### src/verilog/sdram_geom_pkg.sv
// SDRAM geometry and command types

package sdram_geom_pkg;

  //////////////////////////////
  // Address geometry
  //////////////////////////////
  localparam int BA_W      = 2;
  localparam int NUM_BANKS = 1 << BA_W;
  localparam int ROW_W     = 11;
  localparam int COL_W     = 8;
  localparam int ADDR_W    = 11;
  // Selects all banks on PRE
  localparam int AP_BIT    = 10;
  localparam int DQ_W      = 16;

  typedef logic [BA_W-1:0]   ba_t;
  typedef logic [ROW_W-1:0]  row_t;
  typedef logic [COL_W-1:0]  col_t;
  typedef logic [ADDR_W-1:0] sdram_addr_t;
  typedef logic [DQ_W-1:0]   dq_t;

  typedef enum logic [2:0] {
    CMD_NOP = 3'd0,
    CMD_ACT = 3'd1,
    CMD_RD  = 3'd2,
    CMD_WR  = 3'd3,
    CMD_PRE = 3'd4,
    CMD_REF = 3'd5
  } sdram_cmd_e;

  typedef enum logic {
    ST_IDLE     = 1'b0,
    ST_REF_WAIT = 1'b1
  } sched_state_e;

endpackage : sdram_geom_pkg

### src/verilog/sdram_timing_pkg.sv
// SDRAM timing values

package sdram_timing_pkg;

  //////////////////////////////
  // Core timing, in clock cycles
  //////////////////////////////
  localparam int T_RCD       = 3;
  localparam int T_RP        = 3;
  localparam int T_RAS       = 6;
  localparam int T_WR        = 2;
  localparam int T_RRD       = 2;
  localparam int T_RFC       = 8;
  localparam int CAS_LATENCY = 2;

  // One extra cycle for the rdata_o register
  localparam int RD_LATENCY  = CAS_LATENCY + 1;

  // Short interval so refresh shows up early in simulation
  localparam int REFRESH_INTERVAL = 120;

  // Counter widths
  localparam int TIMER_W   = $clog2(T_RFC + 1);
  localparam int REF_CNT_W = 8;

  typedef logic [TIMER_W-1:0]   timer_t;
  typedef logic [REF_CNT_W-1:0] ref_cnt_t;

endpackage : sdram_timing_pkg

### src/verilog/sdram_bank_if.sv
// Bank state interface
`timescale 1ns/10ps

interface sdram_bank_if
  import sdram_geom_pkg::*;
();

  // Command strobes from the FSM
  logic                 act_o;
  logic                 pre_o;
  logic                 pre_all_o;
  logic                 wr_o;
  ba_t                  sel_ba;
  row_t                 act_row;

  // Bank status from the tracker
  logic [NUM_BANKS-1:0] bank_open;
  row_t                 open_row [NUM_BANKS];
  logic [NUM_BANKS-1:0] rcd_ok;
  logic [NUM_BANKS-1:0] pre_ok;
  logic [NUM_BANKS-1:0] act_ok;
  logic                 rrd_ok;

  modport fsm (
    output act_o, pre_o, pre_all_o, wr_o, sel_ba, act_row,
    input  bank_open, open_row, rcd_ok, pre_ok, act_ok, rrd_ok
  );

  modport tracker (
    input  act_o, pre_o, pre_all_o, wr_o, sel_ba, act_row,
    output bank_open, open_row, rcd_ok, pre_ok, act_ok, rrd_ok
  );

endinterface : sdram_bank_if

### src/verilog/sdram_bank_tracker.sv
// Bank row and timing tracker
`timescale 1ns/10ps

module sdram_bank_tracker
  import sdram_geom_pkg::*;
  import sdram_timing_pkg::*;
(
  input  logic             clk_i,
  input  logic             rst_ni,
  sdram_bank_if.tracker    bank_if
);

  timer_t rcd_cnt [NUM_BANKS];
  timer_t ras_cnt [NUM_BANKS];
  timer_t rp_cnt  [NUM_BANKS];
  timer_t wr_cnt  [NUM_BANKS];
  timer_t rrd_cnt;

  // Count down and hold at zero
  function automatic timer_t tick(input timer_t cnt);
    return (cnt == '0) ? cnt : timer_t'(cnt - 1'b1);
  endfunction

  //////////////////////////////
  // Per-bank state and timers
  //////////////////////////////
  always_ff @(posedge clk_i or negedge rst_ni)
  begin
    if (!rst_ni)
    begin
      bank_if.bank_open <= '0;
      for (int b = 0; b < NUM_BANKS; b++)
      begin
        rcd_cnt[b] <= '0;
        ras_cnt[b] <= '0;
        rp_cnt[b]  <= '0;
        wr_cnt[b]  <= '0;
      end
      rrd_cnt <= '0;
    end
    else
    begin
      for (int b = 0; b < NUM_BANKS; b++)
      begin
        rcd_cnt[b] <= tick(rcd_cnt[b]);
        ras_cnt[b] <= tick(ras_cnt[b]);
        rp_cnt[b]  <= tick(rp_cnt[b]);
        wr_cnt[b]  <= tick(wr_cnt[b]);

        if (bank_if.act_o && (bank_if.sel_ba == ba_t'(b)))
        begin
          rcd_cnt[b]           <= timer_t'(T_RCD);
          ras_cnt[b]           <= timer_t'(T_RAS);
          bank_if.bank_open[b] <= 1'b1;
        end

        if ((bank_if.pre_o && (bank_if.sel_ba == ba_t'(b))) || bank_if.pre_all_o)
        begin
          rp_cnt[b]            <= timer_t'(T_RP);
          bank_if.bank_open[b] <= 1'b0;
        end

        if (bank_if.wr_o && (bank_if.sel_ba == ba_t'(b)))
          wr_cnt[b] <= timer_t'(T_WR);
      end

      // tRRD is shared by all banks
      rrd_cnt <= bank_if.act_o ? timer_t'(T_RRD) : tick(rrd_cnt);
    end
  end

  // Row address of the open page
  always_ff @(posedge clk_i)
  begin
    if (bank_if.act_o)
      bank_if.open_row[bank_if.sel_ba] <= bank_if.act_row;
  end

  //////////////////////////////
  // Ok flags
  //////////////////////////////
  always_comb
  begin
    for (int b = 0; b < NUM_BANKS; b++)
    begin
      bank_if.rcd_ok[b] = (rcd_cnt[b] == '0);
      bank_if.pre_ok[b] = (ras_cnt[b] == '0) && (wr_cnt[b] == '0);
      bank_if.act_ok[b] = (rp_cnt[b] == '0) && !bank_if.bank_open[b];
    end
  end

  assign bank_if.rrd_ok = (rrd_cnt == '0);

endmodule : sdram_bank_tracker

### src/verilog/sdram_refresh_timer.sv
// Refresh interval timer
`timescale 1ns/10ps

module sdram_refresh_timer
  import sdram_timing_pkg::*;
(
  input  logic clk_i,
  input  logic rst_ni,
  input  logic ref_issued_i,
  output logic ref_due_o,
  output logic rfc_ok_o
);

  ref_cnt_t ref_cnt_q;
  logic     pending_q;
  timer_t   rfc_cnt_q;

  always_ff @(posedge clk_i or negedge rst_ni)
  begin
    if (!rst_ni)
    begin
      ref_cnt_q <= ref_cnt_t'(REFRESH_INTERVAL);
      pending_q <= 1'b0;
      rfc_cnt_q <= '0;
    end
    else
    begin
      // Free running, reloads on expiry
      if (ref_cnt_q == '0)
        ref_cnt_q <= ref_cnt_t'(REFRESH_INTERVAL);
      else
        ref_cnt_q <= ref_cnt_q - 1'b1;

      // Only one refresh is ever pending
      if (ref_cnt_q == '0)
        pending_q <= 1'b1;
      else if (ref_issued_i)
        pending_q <= 1'b0;

      if (ref_issued_i)
        rfc_cnt_q <= timer_t'(T_RFC);
      else if (rfc_cnt_q != '0)
        rfc_cnt_q <= rfc_cnt_q - 1'b1;
    end
  end

  assign ref_due_o = pending_q;
  assign rfc_ok_o  = (rfc_cnt_q == '0);

endmodule : sdram_refresh_timer

### src/verilog/sdram_cmd_fsm.sv
// SDRAM command decision FSM
`timescale 1ns/10ps

module sdram_cmd_fsm
  import sdram_geom_pkg::*;
(
  input  logic        clk_i,
  input  logic        rst_ni,
  input  logic        req_i,
  input  logic        we_i,
  input  ba_t         ba_i,
  input  row_t        row_i,
  input  col_t        col_i,
  input  dq_t         wdata_i,
  sdram_bank_if.fsm   bank_if,
  input  logic        ref_due_i,
  input  logic        rfc_ok_i,
  output logic        ref_issued_o,
  output logic        rd_issued_o,
  output logic        ack_o,
  output sdram_cmd_e  sdram_cmd_o,
  output ba_t         sdram_ba_o,
  output sdram_addr_t sdram_addr_o,
  output dq_t         sdram_dq_o,
  output logic        sdram_dqoe_o
);

  sched_state_e state_q;
  sched_state_e state_d;
  sdram_cmd_e   cmd_d;
  sdram_addr_t  addr_d;
  logic         req_live;
  logic         row_hit;

  // The request still on req_i in the ack cycle is already served
  assign req_live = req_i && !ack_o;
  assign row_hit  = bank_if.bank_open[ba_i] && (bank_if.open_row[ba_i] == row_i);

  // Strobes act on the edge that registers the command
  assign bank_if.sel_ba    = ba_i;
  assign bank_if.act_row   = row_i;
  assign bank_if.act_o     = (cmd_d == CMD_ACT);
  assign bank_if.pre_o     = (cmd_d == CMD_PRE) && !addr_d[AP_BIT];
  assign bank_if.pre_all_o = (cmd_d == CMD_PRE) && addr_d[AP_BIT];
  assign bank_if.wr_o      = (cmd_d == CMD_WR);
  assign ref_issued_o      = (cmd_d == CMD_REF);

  //////////////////////////////
  // Next command
  //////////////////////////////
  always_comb
  begin
    state_d = state_q;
    cmd_d   = CMD_NOP;
    addr_d  = '0;

    case (state_q)
      ST_IDLE:
      begin
        if (ref_due_i)
        begin
          // Refresh wins, close all pages first
          if (rfc_ok_i && (bank_if.bank_open == '0) && (&bank_if.act_ok))
            cmd_d = CMD_REF;
          else if (rfc_ok_i && (bank_if.bank_open != '0) && (&bank_if.pre_ok))
          begin
            cmd_d          = CMD_PRE;
            addr_d[AP_BIT] = 1'b1;
            state_d        = ST_REF_WAIT;
          end
        end
        else if (req_live && rfc_ok_i)
        begin
          if (row_hit)
          begin
            if (bank_if.rcd_ok[ba_i])
            begin
              cmd_d  = we_i ? CMD_WR : CMD_RD;
              addr_d = sdram_addr_t'(col_i);
            end
          end
          else if (bank_if.bank_open[ba_i])
          begin
            // Wrong row open
            if (bank_if.pre_ok[ba_i])
              cmd_d = CMD_PRE;
          end
          else if (bank_if.act_ok[ba_i] && bank_if.rrd_ok)
          begin
            cmd_d  = CMD_ACT;
            addr_d = sdram_addr_t'(row_i);
          end
        end
      end

      ST_REF_WAIT:
      begin
        // All banks closed, so act_ok only waits on tRP
        if (&bank_if.act_ok)
        begin
          cmd_d   = CMD_REF;
          state_d = ST_IDLE;
        end
      end

      default: state_d = ST_IDLE;
    endcase
  end

  //////////////////////////////
  // Output registers
  //////////////////////////////
  always_ff @(posedge clk_i or negedge rst_ni)
  begin
    if (!rst_ni)
    begin
      state_q      <= ST_IDLE;
      sdram_cmd_o  <= CMD_NOP;
      ack_o        <= 1'b0;
      rd_issued_o  <= 1'b0;
      sdram_dqoe_o <= 1'b0;
    end
    else
    begin
      state_q      <= state_d;
      sdram_cmd_o  <= cmd_d;
      ack_o        <= (cmd_d == CMD_RD) || (cmd_d == CMD_WR);
      rd_issued_o  <= (cmd_d == CMD_RD);
      sdram_dqoe_o <= (cmd_d == CMD_WR);
    end
  end

  always_ff @(posedge clk_i)
  begin
    sdram_ba_o   <= ba_i;
    sdram_addr_o <= addr_d;
    sdram_dq_o   <= wdata_i;
  end

endmodule : sdram_cmd_fsm

### src/verilog/sdram_rd_valid_pipe.sv
// Read data valid pipeline
`timescale 1ns/10ps

module sdram_rd_valid_pipe
  import sdram_geom_pkg::*;
  import sdram_timing_pkg::*;
(
  input  logic clk_i,
  input  logic rst_ni,
  input  logic rd_issued_i,
  input  dq_t  sdram_dq_i,
  output dq_t  rdata_o,
  output logic rvalid_o
);

  // One bit per cycle of read latency
  logic [RD_LATENCY-1:0] vld_q;

  always_ff @(posedge clk_i or negedge rst_ni)
  begin
    if (!rst_ni)
      vld_q <= '0;
    else
      vld_q <= {vld_q[RD_LATENCY-2:0], rd_issued_i};
  end

  // DQ is on the pins CAS_LATENCY cycles after RD
  always_ff @(posedge clk_i)
  begin
    if (vld_q[CAS_LATENCY-1])
      rdata_o <= sdram_dq_i;
  end

  assign rvalid_o = vld_q[RD_LATENCY-1];

endmodule : sdram_rd_valid_pipe

### src/verilog/sdram_sched_top.sv
// SDRAM command scheduler top
`timescale 1ns/10ps

module sdram_sched_top
  import sdram_geom_pkg::*;
(
  input  logic        clk_i,
  input  logic        rst_ni,

  // Request side
  input  logic        req_i,
  input  logic        we_i,
  input  ba_t         ba_i,
  input  row_t        row_i,
  input  col_t        col_i,
  input  dq_t         wdata_i,
  output logic        ack_o,
  output dq_t         rdata_o,
  output logic        rvalid_o,

  // SDRAM side
  output sdram_cmd_e  sdram_cmd_o,
  output ba_t         sdram_ba_o,
  output sdram_addr_t sdram_addr_o,
  input  dq_t         sdram_dq_i,
  output dq_t         sdram_dq_o,
  output logic        sdram_dqoe_o
);

  logic ref_due;
  logic rfc_ok;
  logic ref_issued;
  logic rd_issued;

  sdram_bank_if bank_if ();

  sdram_bank_tracker u_tracker (
    .clk_i   (clk_i),
    .rst_ni  (rst_ni),
    .bank_if (bank_if.tracker)
  );

  sdram_refresh_timer u_refresh (
    .clk_i        (clk_i),
    .rst_ni       (rst_ni),
    .ref_issued_i (ref_issued),
    .ref_due_o    (ref_due),
    .rfc_ok_o     (rfc_ok)
  );

  sdram_cmd_fsm u_fsm (
    .clk_i        (clk_i),
    .rst_ni       (rst_ni),
    .req_i        (req_i),
    .we_i         (we_i),
    .ba_i         (ba_i),
    .row_i        (row_i),
    .col_i        (col_i),
    .wdata_i      (wdata_i),
    .bank_if      (bank_if.fsm),
    .ref_due_i    (ref_due),
    .rfc_ok_i     (rfc_ok),
    .ref_issued_o (ref_issued),
    .rd_issued_o  (rd_issued),
    .ack_o        (ack_o),
    .sdram_cmd_o  (sdram_cmd_o),
    .sdram_ba_o   (sdram_ba_o),
    .sdram_addr_o (sdram_addr_o),
    .sdram_dq_o   (sdram_dq_o),
    .sdram_dqoe_o (sdram_dqoe_o)
  );

  sdram_rd_valid_pipe u_rd_pipe (
    .clk_i       (clk_i),
    .rst_ni      (rst_ni),
    .rd_issued_i (rd_issued),
    .sdram_dq_i  (sdram_dq_i),
    .rdata_o     (rdata_o),
    .rvalid_o    (rvalid_o)
  );

endmodule : sdram_sched_top

### config.mk
export PLATFORM = sky130hd
export DESIGN_NAME = sdram_sched_top
export DESIGN_NICKNAME = d
export VERILOG_FILES = /design/src/verilog/sdram_geom_pkg.sv /design/src/verilog/sdram_timing_pkg.sv /design/src/verilog/sdram_bank_if.sv /design/src/verilog/sdram_bank_tracker.sv /design/src/verilog/sdram_refresh_timer.sv /design/src/verilog/sdram_cmd_fsm.sv /design/src/verilog/sdram_rd_valid_pipe.sv /design/src/verilog/sdram_sched_top.sv
export SDC_FILE = /design/constraint.sdc
export NUM_CORES = 1
export LEC_CHECK = 0
export BUFFER_PORTS_ARGS = -buffer_cell sky130_fd_sc_hd__buf_4
export CAP_MARGIN = 20
export CORE_ASPECT_RATIO = 1.5
export CORE_MARGIN = 4
export CORE_UTILIZATION = 62
export CTS_CLUSTER_DIAMETER = 40
export DETAILED_ROUTE_END_ITERATION = 16
export PLACE_DENSITY = 0.85
export SLEW_MARGIN = 20
export SYNTH_ARGS = -nofsm -noshare
export SYNTH_HDL_FRONTEND = slang
export SYNTH_HIERARCHICAL = 1
export SYNTH_SLANG_ARGS = --single-unit
### constraint.sdc
create_clock -name clk_i -period 5.91 [get_ports clk_i]
set_input_delay 1.182 -clock clk_i [delete_from_list [all_inputs] [get_ports clk_i]]
set_output_delay 1.182 -clock clk_i [all_outputs]
set_load 0.05 [all_outputs]
==> results of run 1 <==
[sequential cells by signal (all words and copies together) (netlist names), 2 cells and up]
register,count
u_tracker/bank_if.open_row,44
u_fsm/sdram_dq_o,16
u_rd_pipe/rdata_o,16
u_tracker/ras_cnt,16
u_tracker/rcd_cnt,16
u_tracker/rp_cnt,16
u_tracker/wr_cnt,16
u_fsm/sdram_addr_o,11
u_refresh/ref_cnt_q,8
u_refresh/rfc_cnt_q,4
u_tracker/bank_if.bank_open,4
u_tracker/rrd_cnt,4
u_fsm/sdram_cmd_o,3
u_rd_pipe/vld_q,3
u_fsm/sdram_ba_o,2
[layout make-up]
| class | count | area share (%) |
|---|---|---|
| Sequential cell | 184 | 49.6 |
| Clock buffer | 18 | 4.47 |
| Multi-Input combinational cell | 401 | 31.8 |
| Tap cell | 159 | 2.07 |
| Timing Repair Buffer | 109 | 8.57 |
| Inverter | 47 | 1.84 |
| Clock inverter | 14 | 1.56 |
[logic make-up (layout without fill, tap and decap cells)]
| family | after synthesis | in the layout | share of synthesized area, % |
|---|---|---|---|
| xor gates and xnor gates | 41 | 41 | 4.38 |
| DFF | 184 | 184 | 58.2 |
| muxes | 45 | 45 | 7.00 |
| AOI/OAI and AO/OA | 68 | 68 | 5.52 |
| buffers and inverters | 69 | 188 | 4.52 |
| and+or+nand+nor | 217 | 217 | 15.8 |
| adders and majority gates | 30 | 30 | 4.58 |
[metal layers]
| layer | vias to the layer above | wire, um | part of all wire (%) | global-route usage (%) |
|---|---|---|---|---|
| met5 | - | 0 | 0 | 0 |
| met4 | 0 | 414 | 2.4 | 9.06 |
| met3 | 38 | 982 | 5.7 | 5.10 |
| met2 | 217 | 9480 | 55 | 42.7 |
| met1 | 2678 | 6210 | 36 | 26.4 |
| li1 | 2476 | - | - | - |
[metrics by stage]
step	hold slack [ns]	setup WS (ns)
finish	0.357	1.86
global route	0.371	1.66
CTS	0.361	1.91
detailed placement	0.342	1.44
global placement	0.335	1.63
floorplan	0.331	2.18
[power groups by stage]
stage / sequential [W] / combinational (W) / clock [W]
2_1_floorplan: 0.00175 / 0.000851 / 0
3_3_place_gp: 0.00175 / 0.00102 / 0
6_report: 0.00176 / 0.00113 / 0.00112
3_5_place_dp: 0.00178 / 0.00111 / 0
5_1_grt: 0.00179 / 0.00125 / 0.00119
4_1_cts: 0.00175 / 0.00113 / 0.00114
[worst max-delay path: stages]
cell,delay [ns]
buf_4,0.37
mux2i_1,0.31
xnor2_1,0.09
nor4_1,0.30
a41oi_1,0.12
nor3_4,0.26
a41oi_1,0.28
nor4_1,0.42
buf_4,0.24
nand3_1,0.17
inv_2,0.37
[cells in the mapped netlist (all sizes together) (7+ instances only)]
master	count
nand3b	13
o211ai	8
inv	47
nand2	29
nand2b	19
xnor2	34
mux2i	34
dfxtp	29
a21oi	23
and2	12
nor3	27
dfrtp	91
buf	19
nor3b	18
mux4	8
nor2b	10
ha	30
a22o	8
edfxtp	60
nor2	58
xor2	7
[worst paths after layout]
kind | startpoint | end | slack (ns) | depth (start not counted)
worst max-delay path | ba_i[1] | u_tracker/bank_if.open_row[7] | 1.86 | 11
worst min-delay path | u_fsm/rd_issued_o | u_rd_pipe/vld_q[0] | 0.36 | 0
worst max register to register | u_tracker/rp_cnt[4] | u_tracker/bank_if.bank_open[2] | 2.28 | 11
worst min register to register | u_fsm/rd_issued_o | u_rd_pipe/vld_q[0] | 0.36 | 0
max in group asynchronous | rst_ni | u_tracker/rp_cnt[9] | 4.32 | 2
min in group asynchronous | rst_ni | u_tracker/rcd_cnt[11] | 0.58 | 1
==> out/summary.txt, run 1 <==
Cells after Synth = 654
Non-Filler Instances = 932
Core Area = 13,000 um^2
Starting Density = 63.2%
cell total after placement = 900
drt pass-1 iters = 5
syn_nets = 741
number of enable flip-flop cells after synthesis = 60
worst slew pin tran = 0.906 ns
remaining routing DRC violations = 0
dpl hpwl = 11,900 um
Vias/cell = 5.80
Required @ worst endpoint = 5.99 ns
layout cells sized above 1 = 23.9%
crit path kind = input pin to flop
clk_lat worst skew = 0.43 ns
Placer Congestion = 0.808
sequential share of the synthesized area = 58.2%
TritonCTS clock tree = done
Setup crit start kind = input pin
Hold-fix buffers, CTS = 0
# IOs = 108
internal power = 0.00271 W
Clock transition at path regs = 0.07 ns
setup TNS = 0 ns
PwrDens = 417 nW/um^2
Core Util, Final = 74.1%
DRT antenna net count = 0
Power, Total = 0.00401 W
maximum fanout along the worst path = 30
buffers added on ports = 107
IR Drop Worst-Case VDD = 0.000233 V
CTS max path bufs = 2
initial antenna violation count = 0
register share of total power = 43.9%
Max Freq = 0.247 GHz
post-synth top area share = 27.8%
most common cell after layout, fill and taps aside = buf_4
Final nets = 847
row count = 51
Diodes inserted = 0
Area after DPL = 9010 um^2
max-cap violations = 0
H-tree levels = 4
post-layout min period = 4.05 ns
DIE HEIGHT = 149 um
total grt overflow = 0
full die area = 15,200 um^2
initial drt markers = 346
LEAKAGE = 4.34 nW
asr flop ratio synth = 51.6%
most frequent cells in the layout = buf_4, dfrtp_1, edfxtp_1
Hold WC Path Type = flop to flop
filler instances = 795
GRT Overall Usage = 23.5%
switch share = 32.4%
Clock power frac = 27.8%
synth unique cells = 69
RSZ-0062 raised after global routing = false
Total Wirelength = 17,100 um
synthesized cell area = 8190 um^2
dominant cell type by area after synthesis = dfrtp_1
Worst Clk Skew = 0.0145 ns
Worst Setup End Kind = flop
clk sinks = 184
Final period util = 68.6%
first-pass GRT wire length = 27,500 um
chip width = 102 um
register area = 4760 um^2
Pins Over Slew Limit = 0
Synth warnings = 6
Mean Syn Cell Area = 12.5 um^2
Net Switching = 0.00130 W
post-DR wirelength/cell = 18.3 um
Area Overhead vs Synth = 17.2%
Hold Fails Final Rpt = 0
status = complete, no violations
largest net degree at the start of global routing = 85
Comb pwr share = 28.2%
post-CTS sizing = 0
vias in the first global route = 5,711
Max-slew headroom = 39.3%
ys flop type = dfrtp_1
Multi-input gate area = 3060 um^2
CTS Buf Count = 17
Final Cell Area = 9600 um^2
root buf cell = clkbuf_16
critical path arrival = 4.14 ns
dominant cells by area after synthesis = dfrtp_1, edfxtp_1, dfxtp_1
Setup Buffers After CTS = 0
Seq cells post-synth = 184
final setup fails = 0
DR vias = 5,409
Note: power is estimated with default switching activity, not from simulation.
==> run 2: changes to the inputs <==
--- a/config.mk
+++ b/config.mk
@@ -9,10 +9,10 @@
 export CAP_MARGIN = 20
 export CORE_ASPECT_RATIO = 1.5
 export CORE_MARGIN = 4
-export CORE_UTILIZATION = 62
+export CORE_UTILIZATION = 52
 export CTS_CLUSTER_DIAMETER = 40
 export DETAILED_ROUTE_END_ITERATION = 16
-export PLACE_DENSITY = 0.85
+export PLACE_DENSITY = 0.76
 export SLEW_MARGIN = 20
 export SYNTH_ARGS = -nofsm -noshare
 export SYNTH_HDL_FRONTEND = slang
==> constraint.sdc (replaced) <==
create_clock -name clk_i -period 3.7 [get_ports clk_i]
set_input_delay 0.74 -clock clk_i [delete_from_list [all_inputs] [get_ports clk_i]]
set_output_delay 0.74 -clock clk_i [all_outputs]
set_load 0.05 [all_outputs]
==> out/summary.txt, run 2 (synthesized netlist as in run 1, its figures left out) <==
status = complete, no violations
dpl hpwl = 12,600 um
Final period util = 91.5%
Hold WC Path Type = input pin to async pin
reg-to-reg startpoint = u_tracker/ras_cnt[8]
max-cap violations = 0
Total Wirelength = 17,300 um
buffers added on ports = 107
worst hold slack = 0.348 ns
H-tree levels = 4
RSZ-0062 raised after global routing = false
CP top delay family = simple AND/OR/NAND/NOR gates
clk sinks = 184
crit path buf inv count = 3
GRT Overall Usage = 20.0%
most frequent cells in the layout = buf_4, dfrtp_1, edfxtp_1
LEAKAGE = 4.39 nW
post-layout min period = 3.39 ns
Setup Buffers After CTS = 0
cell total after placement = 948
crit path kind = flop to flop
root buf cell = clkbuf_16
Placer Congestion = 0.887
most common cell after layout, fill and taps aside = buf_4
Vias/cell = 5.46
Setup crit start kind = flop
CP dominant cell by count = nand3_1
first-pass GRT wire length = 28,500 um
post-CTS sizing = 0
Area Overhead vs Synth = 18.9%
Required @ worst endpoint = 4.02 ns
full die area = 17,900 um^2
Core Area = 15,300 um^2
setup TNS = 0 ns
PwrDens = 664 nW/um^2
IR Drop Worst-Case VDD = 0.000293 V
R2R setup slack = 0.31 ns
# IOs = 108
DR vias = 5,347
largest net degree at the start of global routing = 54
Diodes inserted = 0
crit path from = u_tracker/ras_cnt[8]
Power, Total = 0.00647 W
CTS Buf Count = 17
worst slew pin tran = 0.707 ns
Worst path slowest cell = nor3b_2
post-DR wirelength/cell = 17.7 um
initial antenna violation count = 0
remaining routing DRC violations = 0
DRT antenna net count = 0
max FFs per register = 44
layout cells sized above 1 = 24.6%
Max Freq = 0.295 GHz
Starting Density = 53.6%
total grt overflow = 0
Worst Clk Skew = 0.0175 ns
maximum fanout along the worst path = 17
TritonCTS clock tree = done
Clock transition at path regs = 0.07 ns
Non-Filler Instances = 980
initial drt markers = 261
chip width = 110 um
clk_lat worst skew = 0.44 ns
critical path arrival = 3.70 ns
sequence of cells on the critical path = inv_1, ha_1, nor3b_2, nor3b_1, nand4_1, nor2_1, nand3_1, nand2_1, nor3_1, a21oi_1, nor4_1, buf_4, nand3_1, inv_2, a31oi_1, o21ai_0
Hold Fails Final Rpt = 0
CTS max path bufs = 2
Reg with most FFs = u_tracker/bank_if.open_row
Hold-fix buffers, CTS = 0
DIE HEIGHT = 162 um
Max-slew headroom = 52.8%
max incr delay on CP = 0.44 ns
row count = 55
final setup fails = 0
vias in the first global route = 5,859
Final nets = 855
Worst Setup End Kind = flop
Pins Over Slew Limit = 0
drt pass-1 iters = 4
[run 2: changes by cell type in the layout (fill, tap and decap cells not counted), sizes merged]
cell	before	now
clkinv	2	4
buf	109	117
bufinv	1	3
inv	58	52
clkbuf	18	20
[run 2: area by class of cell]
| type | count | area [um^2] |
|---|---|---|
| multi-input combinational | 401 | 3060 |
| timing repair buffer | 117 | 878 |
| fill | 1168 | 5540 |
| clock buffer | 20 | 457 |
| sequential | 184 | 4760 |
| tap | 199 | 249 |
| inverter | 47 | 176 |
| clock inverter | 12 | 160 |
[run 2: layer usage]
layer	global-route usage (%)	share of wire [%]	vias up
met3	5.52	5.3	43
met2	36.9	55	159
met5	0	0	-
li1	-	-	2497
met4	10.1	3.5	0
met1	20.6	37	2648
[run 2: path summary, 6_finish.rpt]
path	end	cells past startpoint
min in group clk_i	u_rd_pipe/vld_q[1]	0
setup reg to reg	u_tracker/ras_cnt[2]	16
hold reg to reg	u_rd_pipe/vld_q[1]	0
setup / recovery	u_tracker/ras_cnt[2]	16
hold / removal	u_refresh/ref_cnt_q[7]	1
max in group asynchronous	u_fsm/state_q	2
[run 2: stage by stage]
step           cell area, um^2  utilization [%]  worst slack [ns]
3_5_place_dp              9120             59.7             0.113
5_1_grt                   9740             63.8           0.00839
4_1_cts                   9740             63.8             0.295
3_3_place_gp              9120             59.7             0.206
2_1_floorplan             8190                -             0.415
6_report                  9740             63.8             0.314
[run 2: where the power goes]
part	switching (W)	internal, W
Clock	0.000773	0.00111
Sequential	0.000328	0.00248
Combinational	0.000897	0.000880
